File: src/design/wbPkg.sv
`default_nettype none

package wbPkg;

    // where the written-back result comes from.
    typedef enum logic [1:0] {
        WB_ALU = 2'd0,
        WB_MEM = 2'd1,
        WB_PC4 = 2'd2
    } wbSrcE;

    // register index and csr address widths.
    localparam int REG_IDX_W = 5;
    localparam int CSR_ADDR_W = 12;

    // machine csrs held by the csr file.
    localparam logic [11:0] CSR_MTVEC = 12'h305;
    localparam logic [11:0] CSR_MSCRATCH = 12'h340;
    localparam logic [11:0] CSR_MEPC = 12'h341;

endpackage

`default_nettype wire

File: src/design/writebackStage.sv
`timescale 1ns/1ps
`default_nettype none

module writebackStage #(
    parameter int XLEN = 64
) (
    input  logic                          clk,
    input  logic                          rst,

    input  logic                          inValid,
    output logic                          inReady,
    input  logic [XLEN-1:0]               inPc,
    input  logic [31:0]                   inInstr,
    input  logic [wbPkg::REG_IDX_W-1:0]   inRd,
    input  wbPkg::wbSrcE                  inSrc,
    input  logic                          inWriteBack,
    input  logic [XLEN-1:0]               inAluOut,
    input  logic [XLEN-1:0]               inMemOut,
    input  logic [XLEN-1:0]               inPcPlus4,
    input  logic                          inIsMem,
    input  logic [XLEN-1:0]               inMemAddr,
    input  logic                          inCsrWrite,
    input  logic [wbPkg::CSR_ADDR_W-1:0]  inCsrAddr,
    input  logic [XLEN-1:0]               inCsrData,

    output logic                          commitValid,
    input  logic                          commitReady,
    output logic [XLEN-1:0]               commitPc,
    output logic [31:0]                   commitInstr,
    output logic                          commitIsWb,
    output logic [wbPkg::REG_IDX_W-1:0]   commitRd,
    output logic [XLEN-1:0]               commitData,
    output logic                          commitIsMem,
    output logic [XLEN-1:0]               commitMemAddr,

    output logic                          wbEn,
    output logic [wbPkg::REG_IDX_W-1:0]   wbRd,
    output logic [XLEN-1:0]               wbData,
    output logic                          csrWe,
    output logic [wbPkg::CSR_ADDR_W-1:0]  csrWaddr,
    output logic [XLEN-1:0]               csrWdata
);

    import wbPkg::*;

    logic            accept;
    logic [XLEN-1:0] selData;

    // slot is free, or its record leaves this cycle.
    assign inReady = !commitValid || commitReady;
    assign accept = inValid && inReady;

    // result select.
    always_comb begin
        case (inSrc)
            WB_ALU:  selData = inAluOut;
            WB_MEM:  selData = inMemOut;
            WB_PC4:  selData = inPcPlus4;
            default: selData = inAluOut;
        endcase
    end

    // control state.
    always_ff @(posedge clk or posedge rst) begin
        if (rst) begin
            commitValid <= 1'b0;
            wbEn <= 1'b0;
            csrWe <= 1'b0;
        end else begin
            // write pulses last one cycle per accepted entry.
            wbEn <= accept && inWriteBack;
            csrWe <= accept && inCsrWrite;
            if (accept) begin
                commitValid <= 1'b1;
            end else if (commitReady) begin
                commitValid <= 1'b0;
            end
        end
    end

    // commit record and csr write payload.
    always_ff @(posedge clk) begin
        if (accept) begin
            commitPc <= inPc;
            commitInstr <= inInstr;
            commitIsWb <= inWriteBack;
            commitRd <= inRd;
            commitData <= selData;
            commitIsMem <= inIsMem;
            commitMemAddr <= inMemAddr;
            csrWaddr <= inCsrAddr;
            csrWdata <= inCsrData;
        end
    end

    // register write shares the commit record.
    assign wbRd = commitRd;
    assign wbData = commitData;

endmodule

`default_nettype wire

File: src/design/regFile.sv
`timescale 1ns/1ps
`default_nettype none

module regFile #(
    parameter int XLEN = 64
) (
    input  logic                         clk,
    input  logic                         rst,

    input  logic                         wbEn,
    input  logic [wbPkg::REG_IDX_W-1:0]  wbRd,
    input  logic [XLEN-1:0]              wbData,

    input  logic [wbPkg::REG_IDX_W-1:0]  rsAddr,
    output logic [XLEN-1:0]              rsData
);

    import wbPkg::*;

    localparam int NumRegs = 1 << REG_IDX_W;

    // x0 has no storage.
    logic [XLEN-1:0] regs [1:NumRegs-1];

    always_ff @(posedge clk or posedge rst) begin
        if (rst) begin
            for (int i = 1; i < NumRegs; i++) begin
                regs[i] <= '0;
            end
        end else if (wbEn && (wbRd != '0)) begin
            regs[wbRd] <= wbData;
        end
    end

    always_comb begin
        if (rsAddr == '0) begin
            rsData = '0;
        end else begin
            rsData = regs[rsAddr];
        end
    end

endmodule

`default_nettype wire

File: src/design/csrFile.sv
`timescale 1ns/1ps
`default_nettype none

module csrFile #(
    parameter int XLEN = 64
) (
    input  logic                          clk,
    input  logic                          rst,

    input  logic                          csrWe,
    input  logic [wbPkg::CSR_ADDR_W-1:0]  csrWaddr,
    input  logic [XLEN-1:0]               csrWdata,

    input  logic [wbPkg::CSR_ADDR_W-1:0]  csrRaddr,
    output logic [XLEN-1:0]               csrRdata
);

    import wbPkg::*;

    logic [XLEN-1:0] mtvec;
    logic [XLEN-1:0] mscratch;
    logic [XLEN-1:0] mepc;

    logic wrMtvec;
    logic wrMscratch;
    logic wrMepc;

    // write decode.
    assign wrMtvec = csrWe && (csrWaddr == CSR_MTVEC);
    assign wrMscratch = csrWe && (csrWaddr == CSR_MSCRATCH);
    assign wrMepc = csrWe && (csrWaddr == CSR_MEPC);

    always_ff @(posedge clk or posedge rst) begin
        if (rst) begin
            mtvec <= '0;
            mscratch <= '0;
            mepc <= '0;
        end else begin
            // mode bits stay zero in direct mode.
            if (wrMtvec) begin
                mtvec <= {csrWdata[XLEN-1:2], 2'b00};
            end
            if (wrMscratch) begin
                mscratch <= csrWdata;
            end
            // the pc stays even without compressed instructions.
            if (wrMepc) begin
                mepc <= {csrWdata[XLEN-1:1], 1'b0};
            end
        end
    end

    // unknown addresses read zero.
    always_comb begin
        case (csrRaddr)
            CSR_MTVEC:    csrRdata = mtvec;
            CSR_MSCRATCH: csrRdata = mscratch;
            CSR_MEPC:     csrRdata = mepc;
            default:      csrRdata = '0;
        endcase
    end

endmodule

`default_nettype wire

File: src/design/wbTop.sv
`timescale 1ns/1ps
`default_nettype none

module wbTop #(
    parameter int XLEN = 64
) (
    input  logic                          clk,
    input  logic                          rst,

    input  logic                          inValid,
    output logic                          inReady,
    input  logic [XLEN-1:0]               inPc,
    input  logic [31:0]                   inInstr,
    input  logic [wbPkg::REG_IDX_W-1:0]   inRd,
    input  wbPkg::wbSrcE                  inSrc,
    input  logic                          inWriteBack,
    input  logic [XLEN-1:0]               inAluOut,
    input  logic [XLEN-1:0]               inMemOut,
    input  logic [XLEN-1:0]               inPcPlus4,
    input  logic                          inIsMem,
    input  logic [XLEN-1:0]               inMemAddr,
    input  logic                          inCsrWrite,
    input  logic [wbPkg::CSR_ADDR_W-1:0]  inCsrAddr,
    input  logic [XLEN-1:0]               inCsrData,

    output logic                          commitValid,
    input  logic                          commitReady,
    output logic [XLEN-1:0]               commitPc,
    output logic [31:0]                   commitInstr,
    output logic                          commitIsWb,
    output logic [wbPkg::REG_IDX_W-1:0]   commitRd,
    output logic [XLEN-1:0]               commitData,
    output logic                          commitIsMem,
    output logic [XLEN-1:0]               commitMemAddr,

    input  logic [wbPkg::REG_IDX_W-1:0]   rsAddr,
    output logic [XLEN-1:0]               rsData,
    input  logic [wbPkg::CSR_ADDR_W-1:0]  csrRaddr,
    output logic [XLEN-1:0]               csrRdata
);

    import wbPkg::*;

    // write ports from the stage.
    logic                  wbEn;
    logic [REG_IDX_W-1:0]  wbRd;
    logic [XLEN-1:0]       wbData;
    logic                  csrWe;
    logic [CSR_ADDR_W-1:0] csrWaddr;
    logic [XLEN-1:0]       csrWdata;

    writebackStage #(
        .XLEN(XLEN)
    ) stage0 (
        .clk           (clk),
        .rst           (rst),
        .inValid       (inValid),
        .inReady       (inReady),
        .inPc          (inPc),
        .inInstr       (inInstr),
        .inRd          (inRd),
        .inSrc         (inSrc),
        .inWriteBack   (inWriteBack),
        .inAluOut      (inAluOut),
        .inMemOut      (inMemOut),
        .inPcPlus4     (inPcPlus4),
        .inIsMem       (inIsMem),
        .inMemAddr     (inMemAddr),
        .inCsrWrite    (inCsrWrite),
        .inCsrAddr     (inCsrAddr),
        .inCsrData     (inCsrData),
        .commitValid   (commitValid),
        .commitReady   (commitReady),
        .commitPc      (commitPc),
        .commitInstr   (commitInstr),
        .commitIsWb    (commitIsWb),
        .commitRd      (commitRd),
        .commitData    (commitData),
        .commitIsMem   (commitIsMem),
        .commitMemAddr (commitMemAddr),
        .wbEn          (wbEn),
        .wbRd          (wbRd),
        .wbData        (wbData),
        .csrWe         (csrWe),
        .csrWaddr      (csrWaddr),
        .csrWdata      (csrWdata)
    );

    regFile #(
        .XLEN(XLEN)
    ) regs0 (
        .clk    (clk),
        .rst    (rst),
        .wbEn   (wbEn),
        .wbRd   (wbRd),
        .wbData (wbData),
        .rsAddr (rsAddr),
        .rsData (rsData)
    );

    csrFile #(
        .XLEN(XLEN)
    ) csrs0 (
        .clk      (clk),
        .rst      (rst),
        .csrWe    (csrWe),
        .csrWaddr (csrWaddr),
        .csrWdata (csrWdata),
        .csrRaddr (csrRaddr),
        .csrRdata (csrRdata)
    );

endmodule

`default_nettype wire

File: config.mk
export PLATFORM = sky130hd
export DESIGN_NAME = wbTop
export DESIGN_NICKNAME = d
export VERILOG_FILES = /design/src/design/wbPkg.sv /design/src/design/writebackStage.sv /design/src/design/regFile.sv /design/src/design/csrFile.sv /design/src/design/wbTop.sv
export SDC_FILE = /design/constraint.sdc
export NUM_CORES = 2
export LEC_CHECK = 0
export BUFFER_PORTS_ARGS = -buffer_cell sky130_fd_sc_hd__buf_2
export CAP_MARGIN = 20
export CORE_UTILIZATION = 60
export CTS_CLUSTER_DIAMETER = 150
export DETAILED_ROUTE_END_ITERATION = 16
export GPL_TIMING_DRIVEN = 0
export PLACE_DENSITY = 0.79
export SETUP_SLACK_MARGIN = 0.1
export SLEW_MARGIN = 10
export SYNTH_ARGS = -nofsm -noshare
export SYNTH_HDL_FRONTEND = slang
export SYNTH_HIERARCHICAL = 1
export SYNTH_SLANG_ARGS = --single-unit
File: constraint.sdc
create_clock -name clk -period 66.6 [get_ports clk]
set_input_delay 3.33 -clock clk [delete_from_list [all_inputs] [get_ports clk]]
set_output_delay 3.33 -clock clk [all_outputs]
set_load 0.01 [all_outputs]
# Yosys cells after proc, flatten, opt, wreduce, memory -nomap -nowiden

Index checks and enable logic that the tools add are counted.

Register bits: 2483
Input bits: 459
Output and inout bits: 361
Logic and storage cells: 83

Magnitude comparators: 3
Equal/unequal tests: 8
Multiplexer cells: 11
Bitwise operators: 2
Reductions and logical operators: 13

Operators with widths:

| cell                                                                     | count |
|---|---|
| 1984-bit bitwise mux                                                     | 1 |
| 64-bit binary-select mux with 5-bit select                               | 1 |
| 64-bit demux with 5-bit select                                           | 1 |
| 64-bit 2-to-1 mux                                                        | 4 |
| 64-bit one-hot mux with 3 select lines                                   | 1 |
| 64-bit one-hot mux with 2 select lines                                   | 1 |
| 12-bit by 10-bit equality test with 1-bit output (second input constant) | 6 |
| 6-bit >= comparator (second input constant)                              | 2 |
| 5-bit NOT with 6-bit output                                              | 2 |
| 1-bit logical AND                                                        | 8 |
| 6-bit by 1-bit < comparator with 1-bit output (second input constant)    | 1 |
| 5-bit logical NOT                                                        | 1 |
| 5-bit nonzero test                                                       | 1 |
| 2-bit by 1-bit equality test with 1-bit output (second input constant)   | 1 |
| 2-bit equality test (second input constant)                              | 1 |
| 1-bit 2-to-1 mux                                                         | 2 |
| 2-bit nonzero test                                                       | 1 |
| 1-bit logical NOT                                                        | 1 |
| 1-bit logical OR                                                         | 1 |

# Logic depth before layout (Yosys ltp)

Depth in word-level cells: 6
Gate-level depth with buffers: 8
Depth with buffers taken out: 4

# Cells and area by module

Netlist, hierarchy kept.

By module, submodules not included:

| module         | times used | cells each | area an instance (µm²) | seq. area each (µm²) |
|---|---|---|---|---|
| regFile        | 1          | 6521       | 91455.2                | 49647.6 |
| writebackStage | 1          | 609        | 11217.0                | 9293.9 |
| csrFile        | 1          | 773        | 9226.3                 | 4729.5 |

# Worst setup path after synthesis

OpenSTA, ideal clock, no wires.

Path type: in2reg
Start: input commitReady
End: register stage0.commitData[0], enable pin
Setup time: 708 ps
Data arrival time: 10539 ps
Required time: 65892 ps
Path slack: 55353 ps
Stages on the path: 2
Cells stage by stage: nand2b_1 > and2_1

Cells in the longest elaborated chain, start to end: 2

RTL lines:

| what                   | line                 | RTL |
|---|---|---|
| start: declaration     | wbTop.sv:27          | `input logic commitReady,` |
| 1-bit logical OR       | writebackStage.sv:50 | `assign inReady = !commitValid \|\| commitReady;` |
| 1-bit logical AND      | writebackStage.sv:51 | `assign accept = inValid && inReady;` |
| net stage0.accept      | writebackStage.sv:46 | `logic accept;` |
| end signal: assignment | writebackStage.sv:88 | `commitData <= selData;` |
| end: declaration       | writebackStage.sv:32 | `output logic [XLEN-1:0] commitData,` |

The timed path passes the listed nets, and every way through them passes these cells.
A chain may end at the register's enable or synchronous reset.

# Final worst setup path

Start: input rsAddr[1] (netlist bit)
End: output rsData[58]

Cells in the longest elaborated chain, start to end: 5
Elaborated cells on any way between the ends: 6
Classes of those cells: mux: 4; bitwise: 1; reduce/logical: 1

RTL lines:

| what                                                  | line          | RTL |
|---|---|---|
| start: declaration                                    | wbTop.sv:36   | `input logic [wbPkg::REG_IDX_W-1:0] rsAddr,` |
| 5-bit NOT with 6-bit output (not written as such)     | regFile.sv:39 | `rsData = regs[rsAddr];` |
| 64-bit binary-select mux with 5-bit select            | regFile.sv:39 |  |
| 64-bit 2-to-1 mux (not written as such) (2 in series) | regFile.sv:39 |  |
| 64-bit 2-to-1 mux (*)                                 | regFile.sv:36 | `if (rsAddr == '0) begin` |
| end: declaration                                      | wbTop.sv:37   | `output logic [XLEN-1:0] rsData,` |

Every way passes the cells marked *; elsewhere a longest branch is shown, timed or not. The select of a mux whose other input is x is not followed.

==> results by stage <==
Place:
- The cell total after placement is 11228.
- OpenSTA, run right after detailed placement, puts the worst setup slack at 56.48 ns.
- The post-detailed-placement half-perimeter wirelength is 283 mm.
- Routability-driven placement finished with a final weighted congestion of 1.01.
- Once placement finished, the instance area stood at 120000 µm².
- The number of buffers inserted by port buffering is approximately 810.

Global routing:
- The total global-route track usage is approximately 40%.
- The first global-routing pass estimated 535 mm of wire.
- The via count of the first global-routing pass is about 76000.
- The largest net degree at the start of global routing is 123.
- The total overflow left after global routing is 0.
- The initial antenna violation count came to 66.

Synthesis:
- The gate count of the mapped netlist is 7903.
- The number of synthesis warnings is 6.
- Each instance of the synthesized netlist takes up on average 14.2 µm².
- In the synthesized netlist, the cells that appear most often are sky130_fd_sc_hd__dfrtp_1 (2176), sky130_fd_sc_hd__mux2_2 (2039), sky130_fd_sc_hd__mux2i_1 (769), sky130_fd_sc_hd__clkbuf_1 (345), sky130_fd_sc_hd__edfxtp_1 (307).
- Ranked by total cell area, the synthesized netlist is headed by sky130_fd_sc_hd__dfrtp_1 (49%), sky130_fd_sc_hd__mux2_2 (21%), sky130_fd_sc_hd__edfxtp_1 (8.2%).
- For this run, the leading register cell type out of synthesis is sky130_fd_sc_hd__dfrtp_1.
- In this run, synthesis produced a sequential element count of 2483.
- The net count after synthesis is ~8400.
- The post-synthesis instance area is 112000 µm².
- After synthesis, the share of flip-flops with an asynchronous set or reset is 87.6%.
- The library cell occupying the most area in the post-synthesis netlist is sky130_fd_sc_hd__dfrtp_1.
- In this run, distinct cell masters in the synthesized netlist total 56.
- Sequential cells were found to cover 56.9% of the synthesized design area.
- The share of Yosys cell area claimed by the top area cell type is 48.7%.
- The cell with the most instances after synthesis is sky130_fd_sc_hd__dfrtp_1.
- The number of enable flip-flop cells after synthesis is 307.

Critical path:
- The endpoint of the worst register-to-register path is regs0/regs[47].
- The setup check on the worst reg-to-reg path leaves a slack of 63.71 ns.
- The type of origin of the critical path is a primary input.
- The critical path runs through a total of 9 cells.
- The longest individual stage delay on the worst path is 0.89 ns.
- The combined buffer and inverter count along the critical path is 5.
- The signal on the critical path passes through buf_4 > nand2b_1 > clkbuf_1 > clkbuf_1 > o22ai_1 > nor3_1 > a211oi_1 > buf_4 > buf_2.
- Data on the critical path arrives at its endpoint at between 7 and 8 ns.
- The kind of capture point of the worst setup path is a primary output.
- The worst setup path is of the in2out kind.
- Among all stages on the critical path, the largest delay is contributed by sky130_fd_sc_hd__nor3_1.
- The critical path startpoint is rsAddr[1].
- Broken down by cell family, the worst path's largest delay share belongs to buffers and inverters.
- The data required time at the worst endpoint is 63.27 ns.
- In this run the worst path has a maximum fanout of 10.
- The launch instance of the worst register-to-register path is stage0/commitRd[0].
- The worst-case reg-to-reg path depth is 6.
- The critical path capture point is rsData[58].

Floorplanning:
- During I/O placement, the number of pins put on the boundary was 820.
- The full die area is 188000 µm².
- The floorplan row count is between 150 and 200.
- In this run the horizontal extent of the chip is approximately 430 µm.
- The total core area is 185000 µm².
- The initial cell density of the core is between 60 and 70%.
- The die is 434 µm tall.

Detailed routing:
- For this block, the initial DRC count from the detailed router was 8827.
- After detailed routing, the number of remaining DRC violations is 0.
- The length of the first detailed-routing pass in iterations is 6.
- After detailed routing, the total wire length is 380 mm.
- The routed via count divided by cell count is 6.50.
- The count of nets left with antenna violations once routing finished came out at 0.
- The total vias in the final route is 76266.
- In the final routed layout, each cell accounts on average for 32.4 µm.

STA:
- Setup violations remaining at the end of the flow were counted as 0.
- In this run the tightest slew margin relative to its limit is between 10% and 20%.
- The minimum clock period is 10.36 ns.
- The final total negative setup slack is 0 ns.
- Setup repair after global routing left no endpoint under its margin.
- The worst path uses 15.5% of the clock period.
- The top achievable clock speed is 0.0966 GHz.
- The final number of hold-violating endpoints came to 0.
- The setup slack of the critical path after layout is 56.24 ns.
- The maximum clock skew at final layout is 0.0557 ns.
- The total count of max-transition violations in the final report is 0.
- The slew at the pin closest to its max-slew limit is around 1.3 ns.

CTS:
- TritonCTS built the clock tree.
- The number of buffers created by CTS is 276.
- Buffers added to address setup during post-CTS repair amount to 0.
- The count of instances resized after the clock tree is built is 0.
- The clock passes through at most 4 buffers.
- The hold buffer count at cts is 0.
- The cell at the root of the clock tree is sky130_fd_sc_hd__clkbuf_16.
- The CTS H-tree depth is 5.
- The post-CTS clock slew at the launch and capture registers of the worst setup and hold paths is 0.06 ns.
- For the worst-skew pair, the clock arrives at the later sink with an insertion delay of 0.95 ns.
- The sink count of the clock tree is 2483.

Cells and area:
- From synthesis to final layout, the design area changed by 15.1%.
- After filler insertion, the fill cell instance count of the layout stands at 12853.
- The share of the core filled with cells in the final layout is 69.5%.
- The final-stage net count is about 9500.
- Cells with a size suffix above 1 make up a little over two fifths of the layout.
- The area of the multi-input gates is 43800 µm².
- The footprint of the flip-flops and latches is 63700 µm².
- The area of all placed cells without fillers is 129000 µm².
- The final cell count without fillers is 11726.

Run status:
- The flow ran to the end, and the final reports show no timing, DRC or antenna violations.

Hold path:
- The worst hold path class is reg2reg.

Power:
- The power per cell area is 28.8 nW/µm².
- The leakage power is 0.0631 µW.
- VDD sags by at most approximately 0.000026 V.

Flow run:
- The tool flagged a number of max-cap violations equal to 0.
-- cells by family (layout without fill, tap and decap cells) --
logic type               after synthesis  after routing  share of synthesized area, %
buffers and inverters                802           2118                          3.97
AO/OA/AOI/OAI                        637            637                          3.85
multiplexers                        3071           3071                          30.7
adder cells (fa/ha/maj)                2              2                        0.0224
flip-flops                          2483           2483                          56.9
other                                  0             27                             0
AND/OR/NAND/NOR                      908            908                          4.58
-- area by class of cell --
cell class | instances | area share, %
sequential | 2483 | 49.4
multi-input combinational | 4618 | 34.0
clock buffer | 405 | 6.35
timing repair buffer | 849 | 3.74
buffer | 797 | 3.43
tap | 2480 | 2.41
clock inverter | 62 | 0.521
antenna | 27 | 0.0525
inverter | 5 | 0.0262
-- metrics by stage --
| stage | hold slack [ns] | total power (µW) |
|---|---|---|
| 5_1_grt | 0.477 | 3810 |
| 4_1_cts | 0.457 | 3710 |
| 6_report | 0.454 | 3710 |
| 2_1_floorplan | 0.432 | 2040 |
| 3_3_place_gp | 0.447 | 2200 |
| 3_5_place_dp | 0.444 | 2210 |
-- worst register-to-register path, stage by stage (launching register included) --
cell and delay (ns):
sky130_fd_sc_hd__edfxtp_1 0.35, sky130_fd_sc_hd__buf_4 0.14, sky130_fd_sc_hd__clkbuf_2 0.19, sky130_fd_sc_hd__nand3_2 0.32
sky130_fd_sc_hd__nor2_2 1.02, sky130_fd_sc_hd__buf_4 0.39, sky130_fd_sc_hd__mux2_2 0.37
-- report_power, final --
part / switching (µW) / total [µW] / internal [µW]
Combinational: 261 / 451 / 190
Clock: 605 / 1500 / 898
Sequential: 76.8 / 1750 / 1680
-- placed cells by master (no fill, tap or decap), drive strengths merged, types with 126 or more instances in the layout --
cell type	n
and3b	128
nor2	147
mux2i	769
a22oi	128
o22ai	193
nand2	273
dfrtp	2176
o21ai	126
buf	1293
edfxtp	307
clkbuf	758
mux2	2239
-- routing by layer --
metal	wire, µm	vias up	GRT usage (%)
met5	112	-	0
li1	-	31036	-
met2	168000	4400	58.7
met1	146000	39816	53.1
met4	25900	16	23.7
met3	40500	998	11.9
-- sequential cells by signal (all words and copies together) (netlist names) --
signal / count
stage0/csrWaddr: 12
stage0/commitValid: 1
stage0/csrWe: 1
stage0/commitPc: 64
csrs0/mscratch: 64
stage0/commitIsWb: 1
stage0/csrWdata: 64
csrs0/mtvec: 62
regs0/regs: 1984
stage0/commitRd: 5
stage0/commitIsMem: 1
csrs0/mepc: 63
stage0/commitData: 64
stage0/wbEn: 1
stage0/commitInstr: 32
stage0/commitMemAddr: 64
-- how the worst min path moves through the flow --
stage	startpoint	to	slack, ns	cells after the start
detailed placement	stage0/csrWdata[0]	csrs0/mscratch[0]	0.44	1
global placement	stage0/csrWdata[0]	csrs0/mscratch[0]	0.45	1
floorplan	stage0/csrWdata[0]	csrs0/mscratch[0]	0.43	1
CTS	stage0/csrWdata[0]	csrs0/mscratch[0]	0.46	1
finish	stage0/csrWdata[0]	csrs0/mscratch[0]	0.45	1
global route	stage0/csrWdata[0]	csrs0/mscratch[0]	0.48	1
Note: power is estimated with default switching activity, not from simulation.
